===== src/nic_pkg.sv =====
`default_nettype none

package nic_pkg;

	typedef logic [11:0] axil_addr_t;
	typedef logic [31:0] axil_data_t;

	// Mapped register offsets
	typedef enum axil_addr_t {
		CTRL = 12'h000,
		MDIC = 12'h020,
		ICR  = 12'h0C0,
		ICS  = 12'h0C8,
		IMS  = 12'h0D0,
		IMC  = 12'h0D8
	} reg_addr_e;

	localparam int CTRL_RST_BIT     = 26;
	localparam int CTRL_PHY_RST_BIT = 31;

	localparam int ICR_MDAC_BIT   = 9;
	localparam int ICR_PHYINT_BIT = 12;

	// MDIC fields above the 16-bit data
	localparam int MDIC_REG_LSB = 16;
	localparam int MDIC_OP_LSB  = 26;
	localparam int MDIC_R_BIT   = 28;

	typedef enum logic [1:0] {
		MDIO_WRITE = 2'b01,
		MDIO_READ  = 2'b10
	} mdio_op_e;

	typedef struct packed {
		logic       valid;
		logic       write;
		axil_addr_t addr;
		axil_data_t wdata;
		logic [3:0] wstrb;
	} reg_req_t;

	typedef struct packed {
		logic       ics_set;
		logic       ims_set;
		logic       imc_set;
		logic       icr_rd;
		axil_data_t data; // Already masked by strobes
	} intr_cmd_t;

	typedef struct packed {
		axil_data_t icr;
		axil_data_t ims;
	} intr_stat_t;

	typedef struct packed {
		logic        start;
		mdio_op_e    op;
		logic [4:0]  reg_addr;
		logic [15:0] wdata;
	} mdio_cmd_t;

	typedef struct packed {
		logic        done;
		logic [15:0] rdata;
	} mdio_rsp_t;

endpackage

`default_nettype wire


===== src/nic_axil_slave.sv =====
`timescale 1ns/1ps
`default_nettype none

module nic_axil_slave (
	input  logic                aclk,
	input  logic                arst_n_i,

	input  nic_pkg::axil_addr_t s_awaddr_i,
	input  logic                s_awvalid_i,
	output logic                s_awready_o,

	input  nic_pkg::axil_data_t s_wdata_i,
	input  logic [3:0]          s_wstrb_i,
	input  logic                s_wvalid_i,
	output logic                s_wready_o,

	output logic                s_bvalid_o,
	output logic [1:0]          s_bresp_o,
	input  logic                s_bready_i,

	input  nic_pkg::axil_addr_t s_araddr_i,
	input  logic                s_arvalid_i,
	output logic                s_arready_o,

	output logic                s_rvalid_o,
	output nic_pkg::axil_data_t s_rdata_o,
	output logic [1:0]          s_rresp_o,
	input  logic                s_rready_i,

	output nic_pkg::reg_req_t   req_o,
	input  nic_pkg::axil_data_t rdata_i
);
	import nic_pkg::*;

	logic       wr_acc;
	logic       rd_acc;
	logic       bvalid_q;
	logic       rvalid_q;
	axil_data_t rdata_q;

	// AW and W taken together, write wins over read
	assign wr_acc = s_awvalid_i & s_wvalid_i & ~bvalid_q;
	assign rd_acc = s_arvalid_i & ~rvalid_q & ~wr_acc;

	assign s_awready_o = wr_acc;
	assign s_wready_o  = wr_acc;
	assign s_arready_o = rd_acc;

	assign s_bvalid_o = bvalid_q;
	assign s_bresp_o  = 2'b00; // Always OKAY
	assign s_rvalid_o = rvalid_q;
	assign s_rdata_o  = rdata_q;
	assign s_rresp_o  = 2'b00;

	always_comb begin
		req_o.valid = wr_acc | rd_acc;
		req_o.write = wr_acc;
		req_o.addr  = wr_acc ? s_awaddr_i : s_araddr_i;
		req_o.wdata = s_wdata_i;
		req_o.wstrb = s_wstrb_i;
	end

	// Pending responses
	always_ff @(posedge aclk or negedge arst_n_i) begin
		if (!arst_n_i) begin
			bvalid_q <= 1'b0;
			rvalid_q <= 1'b0;
		end else begin
			if (wr_acc)
				bvalid_q <= 1'b1;
			else if (s_bready_i)
				bvalid_q <= 1'b0;

			if (rd_acc)
				rvalid_q <= 1'b1;
			else if (s_rready_i)
				rvalid_q <= 1'b0;
		end
	end

	always_ff @(posedge aclk) begin
		if (rd_acc)
			rdata_q <= rdata_i; // Held until rready
	end

endmodule

`default_nettype wire


===== src/nic_intr_ctrl.sv =====
`timescale 1ns/1ps
`default_nettype none

module nic_intr_ctrl (
	input  logic                aclk,
	input  logic                arst_n_i,
	input  nic_pkg::intr_cmd_t  cmd_i,
	input  logic                mdac_i,
	input  logic                phy_int_i,
	output nic_pkg::intr_stat_t stat_o,
	output logic                intr_o
);
	import nic_pkg::*;

	logic [1:0] phy_sync_q;
	axil_data_t icr_q;
	axil_data_t ims_q;
	axil_data_t icr_set;
	logic       intr_q;

	// Hardware causes plus software ICS
	always_comb begin
		icr_set                 = cmd_i.ics_set ? cmd_i.data : '0;
		icr_set[ICR_MDAC_BIT]   = icr_set[ICR_MDAC_BIT] | mdac_i;
		icr_set[ICR_PHYINT_BIT] = icr_set[ICR_PHYINT_BIT] | phy_sync_q[1];
	end

	always_ff @(posedge aclk or negedge arst_n_i) begin
		if (!arst_n_i) begin
			phy_sync_q <= '0;
			icr_q      <= '0;
			ims_q      <= '0;
			intr_q     <= 1'b0;
		end else begin
			phy_sync_q <= {phy_sync_q[0], phy_int_i};
			icr_q      <= (cmd_i.icr_rd ? '0 : icr_q) | icr_set; // New causes survive a read
			if (cmd_i.ims_set)
				ims_q <= ims_q | cmd_i.data;
			else if (cmd_i.imc_set)
				ims_q <= ims_q & ~cmd_i.data;
			intr_q <= |(icr_q & ims_q);
		end
	end

	assign stat_o.icr = icr_q;
	assign stat_o.ims = ims_q;
	assign intr_o     = intr_q;

endmodule

`default_nettype wire


===== src/nic_mdio_master.sv =====
`timescale 1ns/1ps
`default_nettype none

module nic_mdio_master #(
	parameter logic [4:0] PHY_ADDR = 5'd0,
	parameter int         MDC_DIV  = 2
) (
	input  logic               aclk,
	input  logic               arst_n_i,
	input  nic_pkg::mdio_cmd_t cmd_i,
	output nic_pkg::mdio_rsp_t rsp_o,
	output logic               mdc_o,
	input  logic               mdio_i,
	output logic               mdio_o,
	output logic               mdio_oe_o
);
	import nic_pkg::*;

	localparam int DIV_W = $clog2(MDC_DIV + 1);

	typedef enum logic [1:0] {
		ST_IDLE,
		ST_PRE,
		ST_FRAME
	} state_e;

	state_e           state_q;
	logic [DIV_W-1:0] div_cnt_q;
	logic [4:0]       bit_cnt_q;
	logic             mdc_q;
	logic             mdio_q;
	logic             oe_q;
	logic             done_q;
	logic [31:0]      shift_q;
	logic [15:0]      rdata_q;
	mdio_op_e         op_q;
	logic             tick;
	logic             fall;
	logic             rise;
	logic             last_bit;

	assign tick     = state_q != ST_IDLE && div_cnt_q == DIV_W'(MDC_DIV - 1);
	assign fall     = tick & mdc_q;
	assign rise     = tick & ~mdc_q;
	assign last_bit = bit_cnt_q == 5'd31;

	always_ff @(posedge aclk or negedge arst_n_i) begin
		if (!arst_n_i) begin
			state_q   <= ST_IDLE;
			div_cnt_q <= '0;
			bit_cnt_q <= '0;
			mdc_q     <= 1'b0;
			mdio_q    <= 1'b1;
			oe_q      <= 1'b0;
			done_q    <= 1'b0;
		end else begin
			done_q    <= 1'b0;
			div_cnt_q <= (state_q == ST_IDLE || tick) ? '0 : div_cnt_q + 1'b1;
			if (tick)
				mdc_q <= ~mdc_q;
			if (state_q == ST_IDLE && cmd_i.start) begin
				state_q   <= ST_PRE;
				bit_cnt_q <= '0;
				mdio_q    <= 1'b1; // Preamble ones
				oe_q      <= 1'b1;
			end else if (fall) begin
				bit_cnt_q <= bit_cnt_q + 1'b1;
				if (state_q == ST_PRE) begin
					if (last_bit) begin
						state_q <= ST_FRAME;
						mdio_q  <= shift_q[31];
					end
				end else if (last_bit) begin
					state_q <= ST_IDLE;
					mdio_q  <= 1'b1;
					oe_q    <= 1'b0;
					done_q  <= 1'b1;
				end else begin
					mdio_q <= shift_q[31];
					if (op_q == MDIO_READ && bit_cnt_q == 5'd13)
						oe_q <= 1'b0; // Release from turnaround
				end
			end
		end
	end

	always_ff @(posedge aclk) begin
		if (state_q == ST_IDLE && cmd_i.start) begin
			shift_q <= {2'b01, cmd_i.op, PHY_ADDR, cmd_i.reg_addr, 2'b10, cmd_i.wdata};
			op_q    <= cmd_i.op;
		end else if (fall && (state_q == ST_FRAME || last_bit)) begin
			shift_q <= {shift_q[30:0], 1'b0};
		end
		// PHY drives data bits 16..31
		if (rise && state_q == ST_FRAME && bit_cnt_q[4] && op_q == MDIO_READ)
			rdata_q <= {rdata_q[14:0], mdio_i};
	end

	assign mdc_o       = mdc_q;
	assign mdio_o      = mdio_q;
	assign mdio_oe_o   = oe_q;
	assign rsp_o.done  = done_q;
	assign rsp_o.rdata = rdata_q;

endmodule

`default_nettype wire


===== src/nic_regs.sv =====
`timescale 1ns/1ps
`default_nettype none

module nic_regs (
	input  logic                aclk,
	input  logic                arst_n_i,

	input  nic_pkg::reg_req_t   req_i,
	output nic_pkg::axil_data_t rdata_o,

	output nic_pkg::intr_cmd_t  intr_cmd_o,
	input  nic_pkg::intr_stat_t intr_stat_i,

	output nic_pkg::mdio_cmd_t  mdio_cmd_o,
	input  nic_pkg::mdio_rsp_t  mdio_rsp_i,

	output logic                reset_request_o,
	output logic                phy_reset_o
);
	import nic_pkg::*;

	axil_data_t ctrl_q;
	axil_data_t mdic_q;
	axil_data_t wmask;
	axil_data_t ctrl_wr;
	axil_data_t mdic_wr;
	mdio_op_e   mdic_op;
	logic       wr_en;
	logic       rd_en;
	logic       mdic_wr_en;
	logic       mdic_start;

	assign wr_en = req_i.valid & req_i.write;
	assign rd_en = req_i.valid & ~req_i.write;

	assign wmask = {{8{req_i.wstrb[3]}}, {8{req_i.wstrb[2]}},
		{8{req_i.wstrb[1]}}, {8{req_i.wstrb[0]}}};

	// Disabled lanes keep the old byte
	assign ctrl_wr = (ctrl_q & ~wmask) | (req_i.wdata & wmask);
	assign mdic_wr = (mdic_q & ~wmask) | (req_i.wdata & wmask);
	assign mdic_op = mdio_op_e'(mdic_wr[MDIC_OP_LSB +: 2]);

	// Busy MDIC ignores writes
	assign mdic_wr_en = wr_en && req_i.addr == MDIC && mdic_q[MDIC_R_BIT];
	assign mdic_start = mdic_wr_en && (mdic_op == MDIO_WRITE || mdic_op == MDIO_READ);

	always_ff @(posedge aclk or negedge arst_n_i) begin
		if (!arst_n_i)
			ctrl_q <= '0;
		else if (wr_en && req_i.addr == CTRL)
			ctrl_q <= ctrl_wr;
	end

	always_ff @(posedge aclk or negedge arst_n_i) begin
		if (!arst_n_i) begin
			mdic_q <= axil_data_t'(1) << MDIC_R_BIT; // Ready out of reset
		end else if (mdio_rsp_i.done) begin
			mdic_q[MDIC_R_BIT] <= 1'b1;
			if (mdic_q[MDIC_OP_LSB +: 2] == MDIO_READ)
				mdic_q[15:0] <= mdio_rsp_i.rdata;
		end else if (mdic_wr_en) begin
			mdic_q             <= mdic_wr;
			mdic_q[MDIC_R_BIT] <= ~mdic_start;
		end
	end

	always_comb begin
		intr_cmd_o.ics_set = wr_en && req_i.addr == ICS;
		intr_cmd_o.ims_set = wr_en && req_i.addr == IMS;
		intr_cmd_o.imc_set = wr_en && req_i.addr == IMC;
		intr_cmd_o.icr_rd  = rd_en && req_i.addr == ICR; // Clear on read
		intr_cmd_o.data    = req_i.wdata & wmask;
	end

	always_comb begin
		mdio_cmd_o.start    = mdic_start;
		mdio_cmd_o.op       = mdic_op;
		mdio_cmd_o.reg_addr = mdic_wr[MDIC_REG_LSB +: 5];
		mdio_cmd_o.wdata    = mdic_wr[15:0];
	end

	always_comb begin
		case (req_i.addr)
			CTRL:    rdata_o = ctrl_q;
			MDIC:    rdata_o = mdic_q;
			ICR:     rdata_o = intr_stat_i.icr;
			IMS:     rdata_o = intr_stat_i.ims;
			default: rdata_o = '0; // ICS, IMC and holes
		endcase
	end

	assign reset_request_o = ctrl_q[CTRL_RST_BIT];
	assign phy_reset_o     = ctrl_q[CTRL_PHY_RST_BIT] | ~arst_n_i;

endmodule

`default_nettype wire


===== src/nic_top.sv =====
`timescale 1ns/1ps
`default_nettype none

module nic_top #(
	parameter logic [4:0] PHY_ADDR = 5'd0,
	parameter int         MDC_DIV  = 2
) (
	input  logic                aclk,
	input  logic                arst_n_i,

	input  nic_pkg::axil_addr_t axil_awaddr_i,
	input  logic                axil_awvalid_i,
	output logic                axil_awready_o,
	input  nic_pkg::axil_data_t axil_wdata_i,
	input  logic [3:0]          axil_wstrb_i,
	input  logic                axil_wvalid_i,
	output logic                axil_wready_o,
	output logic                axil_bvalid_o,
	output logic [1:0]          axil_bresp_o,
	input  logic                axil_bready_i,
	input  nic_pkg::axil_addr_t axil_araddr_i,
	input  logic                axil_arvalid_i,
	output logic                axil_arready_o,
	output logic                axil_rvalid_o,
	output nic_pkg::axil_data_t axil_rdata_o,
	output logic [1:0]          axil_rresp_o,
	input  logic                axil_rready_i,

	output logic                intr_o,
	output logic                reset_request_o,
	output logic                phy_reset_o,

	output logic                mdc_o,
	input  logic                mdio_i,
	output logic                mdio_o,
	output logic                mdio_oe_o,
	input  logic                phy_int_i
);
	import nic_pkg::*;

	reg_req_t   reg_req;
	axil_data_t reg_rdata;
	intr_cmd_t  intr_cmd;
	intr_stat_t intr_stat;
	mdio_cmd_t  mdio_cmd;
	mdio_rsp_t  mdio_rsp;

	nic_axil_slave axil_slave_i (
		.aclk(aclk), .arst_n_i(arst_n_i),
		.s_awaddr_i(axil_awaddr_i), .s_awvalid_i(axil_awvalid_i), .s_awready_o(axil_awready_o),
		.s_wdata_i(axil_wdata_i), .s_wstrb_i(axil_wstrb_i),
		.s_wvalid_i(axil_wvalid_i), .s_wready_o(axil_wready_o),
		.s_bvalid_o(axil_bvalid_o), .s_bresp_o(axil_bresp_o), .s_bready_i(axil_bready_i),
		.s_araddr_i(axil_araddr_i), .s_arvalid_i(axil_arvalid_i), .s_arready_o(axil_arready_o),
		.s_rvalid_o(axil_rvalid_o), .s_rdata_o(axil_rdata_o),
		.s_rresp_o(axil_rresp_o), .s_rready_i(axil_rready_i),
		.req_o(reg_req), .rdata_i(reg_rdata)
	);

	nic_regs regs_i (
		.aclk(aclk), .arst_n_i(arst_n_i),
		.req_i(reg_req), .rdata_o(reg_rdata),
		.intr_cmd_o(intr_cmd), .intr_stat_i(intr_stat),
		.mdio_cmd_o(mdio_cmd), .mdio_rsp_i(mdio_rsp),
		.reset_request_o(reset_request_o), .phy_reset_o(phy_reset_o)
	);

	nic_intr_ctrl intr_ctrl_i (
		.aclk(aclk), .arst_n_i(arst_n_i),
		.cmd_i(intr_cmd), .mdac_i(mdio_rsp.done), // MDIO completion cause
		.phy_int_i(phy_int_i), .stat_o(intr_stat), .intr_o(intr_o)
	);

	nic_mdio_master #(.PHY_ADDR(PHY_ADDR), .MDC_DIV(MDC_DIV)) mdio_master_i (
		.aclk(aclk), .arst_n_i(arst_n_i),
		.cmd_i(mdio_cmd), .rsp_o(mdio_rsp),
		.mdc_o(mdc_o), .mdio_i(mdio_i), .mdio_o(mdio_o), .mdio_oe_o(mdio_oe_o)
	);

endmodule

`default_nettype wire


===== config.mk =====
export PLATFORM = sky130hd
export DESIGN_NAME = nic_top
export DESIGN_NICKNAME = d
export VERILOG_FILES = /design/src/nic_pkg.sv /design/src/nic_axil_slave.sv /design/src/nic_intr_ctrl.sv /design/src/nic_mdio_master.sv /design/src/nic_regs.sv /design/src/nic_top.sv
export SDC_FILE = /design/constraint.sdc
export NUM_CORES = 1
export LEC_CHECK = 0
export ABC_AREA = 1
export BUFFER_PORTS_ARGS = -buffer_cell sky130_fd_sc_hd__buf_2
export CORE_ASPECT_RATIO = 1.1
export CORE_UTILIZATION = 40
export CTS_BUF_LIST = sky130_fd_sc_hd__clkbuf_4 sky130_fd_sc_hd__clkbuf_8
export DETAILED_ROUTE_END_ITERATION = 7
export MAX_ROUTING_LAYER = met4
export RECOVER_POWER = 25
export SKIP_CTS_REPAIR_TIMING = 1
export SYNTH_ARGS = -nofsm -noshare
export SYNTH_HDL_FRONTEND = slang
export SYNTH_SLANG_ARGS = --single-unit

===== constraint.sdc =====
create_clock -name aclk -period 2.8 [get_ports aclk]
set_input_delay 0.28 -clock aclk [delete_from_list [all_inputs] [get_ports aclk]]
set_output_delay 0.28 -clock aclk [all_outputs]
set_load 0.01 [all_outputs]

==> impl_metrics.py, run 1 <==
metrics = {
    "timing": {
        "min_period_ps": 2528,
        "hold_viol": 0,
        "rsz0062_at_grt": "no",
        "setup_violations": 0,
        "fin_crit_sh_pct": 90.28,
        "fin_skew_ps": 29.24,
        "slew_headroom_pct": -16.72,
        "final.setup.tns_ps": 0,
        "whs_ps": 0.2775,
        "fmax_ghz": 0.3956,
        "report.final.slew_viol_count": 78,
        "worstMarginPinSlew_ps": 1751,
    },
    "clock_network": {
        "cts-buffers-inserted": 39,
        "cts_buffer_depth": 3,
        "cts_root_buffer": "clkbuf_8",
        "clkTransAtPathRegs_ps": 70,
        "clk_latency_ps": 540,
        "cts_tree": "yes",
        "htree_levels": 2,
        "cts_sinks": 228,
    },
    "route": {
        "detail-route-antenna-nets": 0,
        "post_drt_wl_per_cell_microns": 18.23,
        "drc_errors": 0,
        "wl_microns": 26620,
        "drtPass1Iterations": 5,
        "drt_iter0_markers": 515,
        "num_vias": 7973,
        "viasPerCell": 5.461,
    },
    "setup_path": {
        "crit_buf_inv": 2,
        "crit_chain": "inv_2 > nand3_2 > o21ai_1 > nand2_1 > nor2_4 > buf_4 > nand2_2 > nor2_4 > nand2_1 > mux2_4",
        "critical-path-slowest-cell": "dfrtp_1",
        "crit_arrival_ps": 2940,
        "crit_family": "simple AND/OR/NAND/NOR gates",
        "path_max_fanout": 16,
        "slowest_delay_ps": 410,
        "crit_required_ps": 3210,
        "worstSetupEndpointType": "flop",
        "startpoint_type": "flop",
        "worst-setup-path-type": "reg2reg",
    },
    "logic_synthesis": {
        "synth_cells": 991,
        "synthAdderAreaFrac_pct": 0.4988,
        "synth-seq-cells": 228,
        "synth_top_family_by_area": "compound AO/OA/AOI/OAI gates",
        "yosys.area.top_type": "dfrtp_1",
        "synth_xor_area_share_pct": 0.2618,
        "async_flop_share_pct": 64.04,
        "synth-simple-area-share_pct": 13.70,
        "yosysWarnings": 0,
        "synth_compound_area_share_pct": 16.42,
        "synthDistinctLibCells": 43,
        "muxShareOfSynthArea_pct": 2.943,
        "syn_area_sq_um": 10030,
        "synth-edff-count": 73,
        "synth_top_area_share_pct": 35.91,
        "avgSynthCellArea_sq_um": 10.13,
        "synthTopCellsByArea": "dfrtp_1 (36%), edfxtp_1 (22%), nand2_1 (6.8%)",
        "synth-main-ff-cell": "dfrtp_1",
        "ys_seq_area_share_pct": 60.07,
    },
    "cells_and_area": {
        "layout-drive-gt1-share_pct": 21.57,
        "final_common_cell": "nand2_1",
        "diodes": 0,
        "syn2layout_area_growth_pct": 18.52,
        "nNetsFinal": 1195,
        "fin_util_pct": 48.45,
        "layout.cells.most_common_list": "nand2_1 (182), dfrtp_1 (144), buf_2 (111)",
        "fin_cells": 1460,
    },
    "floorplan": {
        "initial_core_util_pct": 40.88,
        "die_h_microns": 168.1,
        "dieArea_sq_um": 25720,
        "num_rows": 60,
        "core_area_sq_um": 24550,
        "die_w_microns": 153.0,
        "io_pins": 116,
    },
    "place": {
        "place_congestion": 0.8868,
        "dp_cells": 1381,
        "portBuffers": 111,
        "hpwl_microns": 17730,
    },
    "pwr": {
        "ir_drop_mv": 0.2229,
        "power_leakage_nw": 5.313,
        "power_density_nw_per_um2": 588.5,
    },
    "grt": {
        "grt_max_degree": 78,
        "antenna_found_initial": 0,
        "grt_pass1_vias": 8086,
        "grt_pass1_wl_microns": 43120,
        "grt_overflow": 0,
        "track_usage_pct": 21.88,
    },
    "outcome": {
        "violations": "capacitance limit, slew limit",
        "status": "complete, but fails checks",
    },
    "worst_hold_path": {
        "hold_class": "in2reg",
    },
    "run": {
        "maxCapViolations": 1,
    },
}
==> worst register-to-register path, stage by stage (launching register included) <==
cell	delay [ps]
dfrtp_1	410
inv_2	80
nand3_2	240
o21ai_1	250
nand2_1	110
nor2_4	90
buf_4	220
nand2_2	110
nor2_4	200
nand2_1	330
mux2_4	390
==> worst paths after layout <==
path                                            from                    endpoint  slack [ps]  depth (start not counted)
setup / recovery             axil_slave_i.s_bvalid_o                        flop         270                         10
hold / removal                      axil_wdata_i[16]                        flop         0.3                          2
setup reg to reg             axil_slave_i.s_bvalid_o                        flop         270                         10
hold reg to reg            intr_ctrl_i.phy_sync_q[0]   intr_ctrl_i.phy_sync_q[1]         350                          0
max in group asynchronous                   arst_n_i        intr_ctrl_i.icr_q[2]         510                          3
min in group asynchronous                   arst_n_i  asynchronous set/reset pin         240                          2
==> stage by stage <==
step	setup slack [ps]	power, mW	cell area, sq um
floorplan	124.4	3.709	10050
global placement	273.4	3.923	10990
detailed placement	176.8	3.925	10990
CTS	177.1	7.074	11810
global route	13.52	7.264	11890
finish	272.2	6.999	11890
==> cells in the mapped netlist (6+ instances only) <==
| cell | number |
|---|---|
| dfxtp_1 | 9 |
| mux2_2 | 20 |
| clkbuf_1 | 28 |
| a221oi_1 | 6 |
| nand2_1 | 182 |
| dfrtp_1 | 144 |
| nand3_1 | 51 |
| a21oi_1 | 55 |
| buf_2 | 21 |
| o211ai_1 | 17 |
| nor2_1 | 27 |
| nand4_1 | 32 |
| o22ai_1 | 31 |
| a21boi_0 | 19 |
| nand2_2 | 6 |
| buf_4 | 7 |
| o21ai_0 | 104 |
| o2111ai_1 | 28 |
| nor3_1 | 7 |
| inv_1 | 82 |
| edfxtp_1 | 73 |
==> layout make-up <==
type	count	area [sq um]
fillers	2317	12660
repair buffers	147	900.9
clock buffers	62	759.5
clock inverters	7	58.81
well taps	310	387.9
inverters	86	325.3
multi-input cells	620	3432
flip-flops and latches	228	6028
==> power breakdown <==
group / switching (mW) / internal (mW) / total (mW)
registers: 0.0152 / 3.48 / 3.49
logic: 0.263 / 0.113 / 0.376
clock network: 1.32 / 1.81 / 3.13
total: 1.60 / 5.40 / 7.00
==> logic make-up after synthesis <==
family,count (synthesis)
fa+ha+maj,4
mux,25
other cells,1
simple gates,313
buf+inv,146
compound gates,271
flops,228
xor+xnor,3
==> routing by layer <==
| layer | vias to the layer above | GRT usage [%] | wire length [microns] |
|---|---|---|---|
| li1 | 3762 | - | - |
| met1 | 3875 | 28.05 | 11870 |
| met2 | 276 | 34.24 | 12410 |
| met3 | 60 | 4.299 | 1528 |
| met4 | 0 | 8.652 | 813 |
| met5 | - | - | 0 |
Note: power is estimated with default switching activity, not from simulation.
==> inputs of run 2 (changes only) <==
SYNTH_HIERARCHICAL = 1   (was default)
==> run 2 against run 1 <==
  * The run ends with hold timing left
  * Die area grew 11%
  * First-iteration DRC count grew 9.9%
  * Hold slack lost 21 ps
  * Clock power grew 2%
  * Non-clock buffer count grew 11
  * Combinational power grew 12%
==> impl_metrics.py, run 2 <==
metrics = {
    "clock_network": {
        "cts-buffers-inserted": 40,
        "cts_tree": "yes",
        "cts_root_buffer": "clkbuf_8",
        "htree_levels": 2,
        "clkTransAtPathRegs_ps": 60,
        "cts_buffer_depth": 3,
        "cts_sinks": 228,
        "clk_latency_ps": 530,
    },
    "setup_path": {
        "worstSetupEndpointType": "flop",
        "critical-path-slowest-cell": "dfrtp_1",
        "crit_arrival_ps": 2920,
        "slowest_delay_ps": 370,
        "worst-setup-path-type": "reg2reg",
        "startpoint_type": "flop",
        "crit_required_ps": 3150,
        "regToRegStartpoint": "axil_slave_i/s_bvalid_o",
        "rr_worst_depth": 13,
        "cp_common_cell": "nand2_1",
        "crit_chain": "inv_1 > nand3_4 > nand2_1 > nand2_1 > nor2_1 > nand2_1 > nor2_4 > buf_4 > nand2_1 > buf_4 > inv_1 > nand2_1 > o2111ai_1",
        "path_max_fanout": 20,
        "rrSetupSlack_ps": 230,
        "crit_family": "simple AND/OR/NAND/NOR gates",
        "crit_buf_inv": 4,
        "r2r_end": "axil_slave_i/s_rdata_o[25]",
    },
    "timing": {
        "report.final.slew_viol_count": 0,
        "fin_crit_sh_pct": 91.65,
        "final.setup.tns_ps": 0,
        "min_period_ps": 2566,
        "worst_slack_ps": 233.8,
        "fin_skew_ps": 11.91,
        "slew_headroom_pct": 10.82,
        "worstMarginPinSlew_ps": 1338,
        "rsz0062_at_grt": "no",
        "setup_violations": 0,
        "whs_ps": -20.77,
        "hold_viol": 6,
        "fmax_ghz": 0.3897,
    },
    "logic_synthesis": {
        "ys_seq_area_share_pct": 54.06,
        "synthTopCellsByArea": "dfrtp_1 (32%), edfxtp_1 (20%), nand2_1 (16%)",
        "synth-edff-count": 73,
        "synth.most_common_cell": "nand2_1",
        "async_flop_share_pct": 64.04,
        "avgSynthCellArea_sq_um": 8.441,
        "synth-main-ff-cell": "dfrtp_1",
        "synthDistinctLibCells": 38,
        "synthTopCellsByCount": "nand2_1 (472), dfrtp_1 (144), inv_1 (139)",
        "synth_top_area_share_pct": 32.32,
        "syn_area_sq_um": 11150,
        "yosysWarnings": 6,
        "synth-seq-cells": 228,
        "yosys.area.top_type": "dfrtp_1",
        "synth_cells": 1321,
    },
    "grt": {
        "antenna_found_initial": 1,
        "grt_max_degree": 65,
        "track_usage_pct": 22.62,
        "grt_pass1_wl_microns": 48720,
        "grt_overflow": 0,
        "grt_pass1_vias": 9101,
    },
    "cells_and_area": {
        "fin_util_pct": 47.06,
        "layout.cells.most_common_list": "nand2_1 (471), dfrtp_1 (144), inv_1 (139)",
        "syn2layout_area_growth_pct": 14.77,
        "final_common_cell": "nand2_1",
        "final_area_sq_um": 12800,
        "layout-drive-gt1-share_pct": 16.86,
        "nNetsFinal": 1496,
        "fin_cells": 1811,
    },
    "route": {
        "drt_iter0_markers": 566,
        "wl_microns": 30570,
        "drtPass1Iterations": 5,
        "viasPerCell": 5.055,
        "post_drt_wl_per_cell_microns": 16.88,
        "drc_errors": 0,
        "detail-route-antenna-nets": 0,
        "num_vias": 9154,
    },
    "floorplan": {
        "die_h_microns": 177.1,
        "die_w_microns": 161.2,
        "num_rows": 63,
        "initial_core_util_pct": 41.00,
        "core_area_sq_um": 27190,
        "io_pins": 116,
        "dieArea_sq_um": 28550,
    },
    "place": {
        "place_area_sq_um": 11780,
        "dp_slack_ps": 91.27,
        "place_congestion": 0.8623,
        "hpwl_microns": 20490,
        "portBuffers": 111,
        "dp_cells": 1720,
    },
    "run": {
        "maxCapViolations": 0,
    },
    "pwr": {
        "total_power_mw": 7.103,
        "power_leakage_nw": 6.480,
        "power_density_nw_per_um2": 555.0,
        "ir_drop_mv": 0.3190,
    },
    "worst_hold_path": {
        "holdCritStartpoint": "axil_wdata_i[16]",
        "hold_class": "in2reg",
        "hold_depth": 3,
    },
    "outcome": {
        "violations": "hold timing",
        "status": "complete, but fails checks",
    },
}
-- run 2: worst max path at each step --
stage	from	end	slack, ps	depth (start not counted)
2_1_floorplan	axil_slave_i/s_bvalid_o	mdio_master_i/shift_q[0]	5	15
3_3_place_gp	axil_wvalid_i	axil_slave_i/s_rdata_o[21]	190	13
3_5_place_dp	axil_wvalid_i	mdio_master_i/state_q[1]	90	14
4_1_cts	axil_slave_i/s_bvalid_o	mdio_master_i/state_q[1]	110	13
5_1_grt	axil_slave_i/s_bvalid_o	axil_slave_i/s_rdata_o[24]	30	13
6_report	axil_slave_i/s_bvalid_o	axil_slave_i/s_rdata_o[25]	230	13
-- run 2: final cells by class --
cell class | count | area [sq um]
well taps | 357 | 446.7
diodes | 1 | 2.502
clock buffers | 57 | 715.7
fillers | 2719 | 14400
inverters | 147 | 558.0
clock inverters | 15 | 118.9
flip-flops and latches | 228 | 6028
multi-input cells | 848 | 3954
repair buffers | 158 | 973.4
-- run 2: cell families (layout without fill, tap and decap cells) --
logic type | count (synthesis) | after routing | synth area share, %
AOI/OAI and AO/OA | 181 | 181 | 9.145
xor gates and xnor gates | 1 | 1 | 0.07856
adders and majority gates | 4 | 4 | 0.4489
buffers and inverters | 250 | 377 | 11.06
DFF | 228 | 228 | 54.06
other | 1 | 5 | 0.03363
and+or+nand+nor | 656 | 658 | 25.17
-- run 2: worst min-delay path, stage by stage --
cell,delay [ps]
buf_2,90
nand2_1,50
nand2_1,50
-- run 2: report_power, final --
group	leakage (nW)	internal, mW	switching (mW)
registers	2.66	3.48	0.0149
clock network	0.442	1.83	1.36
logic	3.38	0.128	0.292
total	6.48	5.44	1.67
-- run 2: routing by layer --
layer  GRT usage [%]  vias to the layer above  share of wire, %
met5               -                        -                 0
met4           8.884                        0               3.2
met3           2.999                       65               4.9
met2           36.03                      270                47
met1           29.28                     4366                44
li1                -                     4453                 -
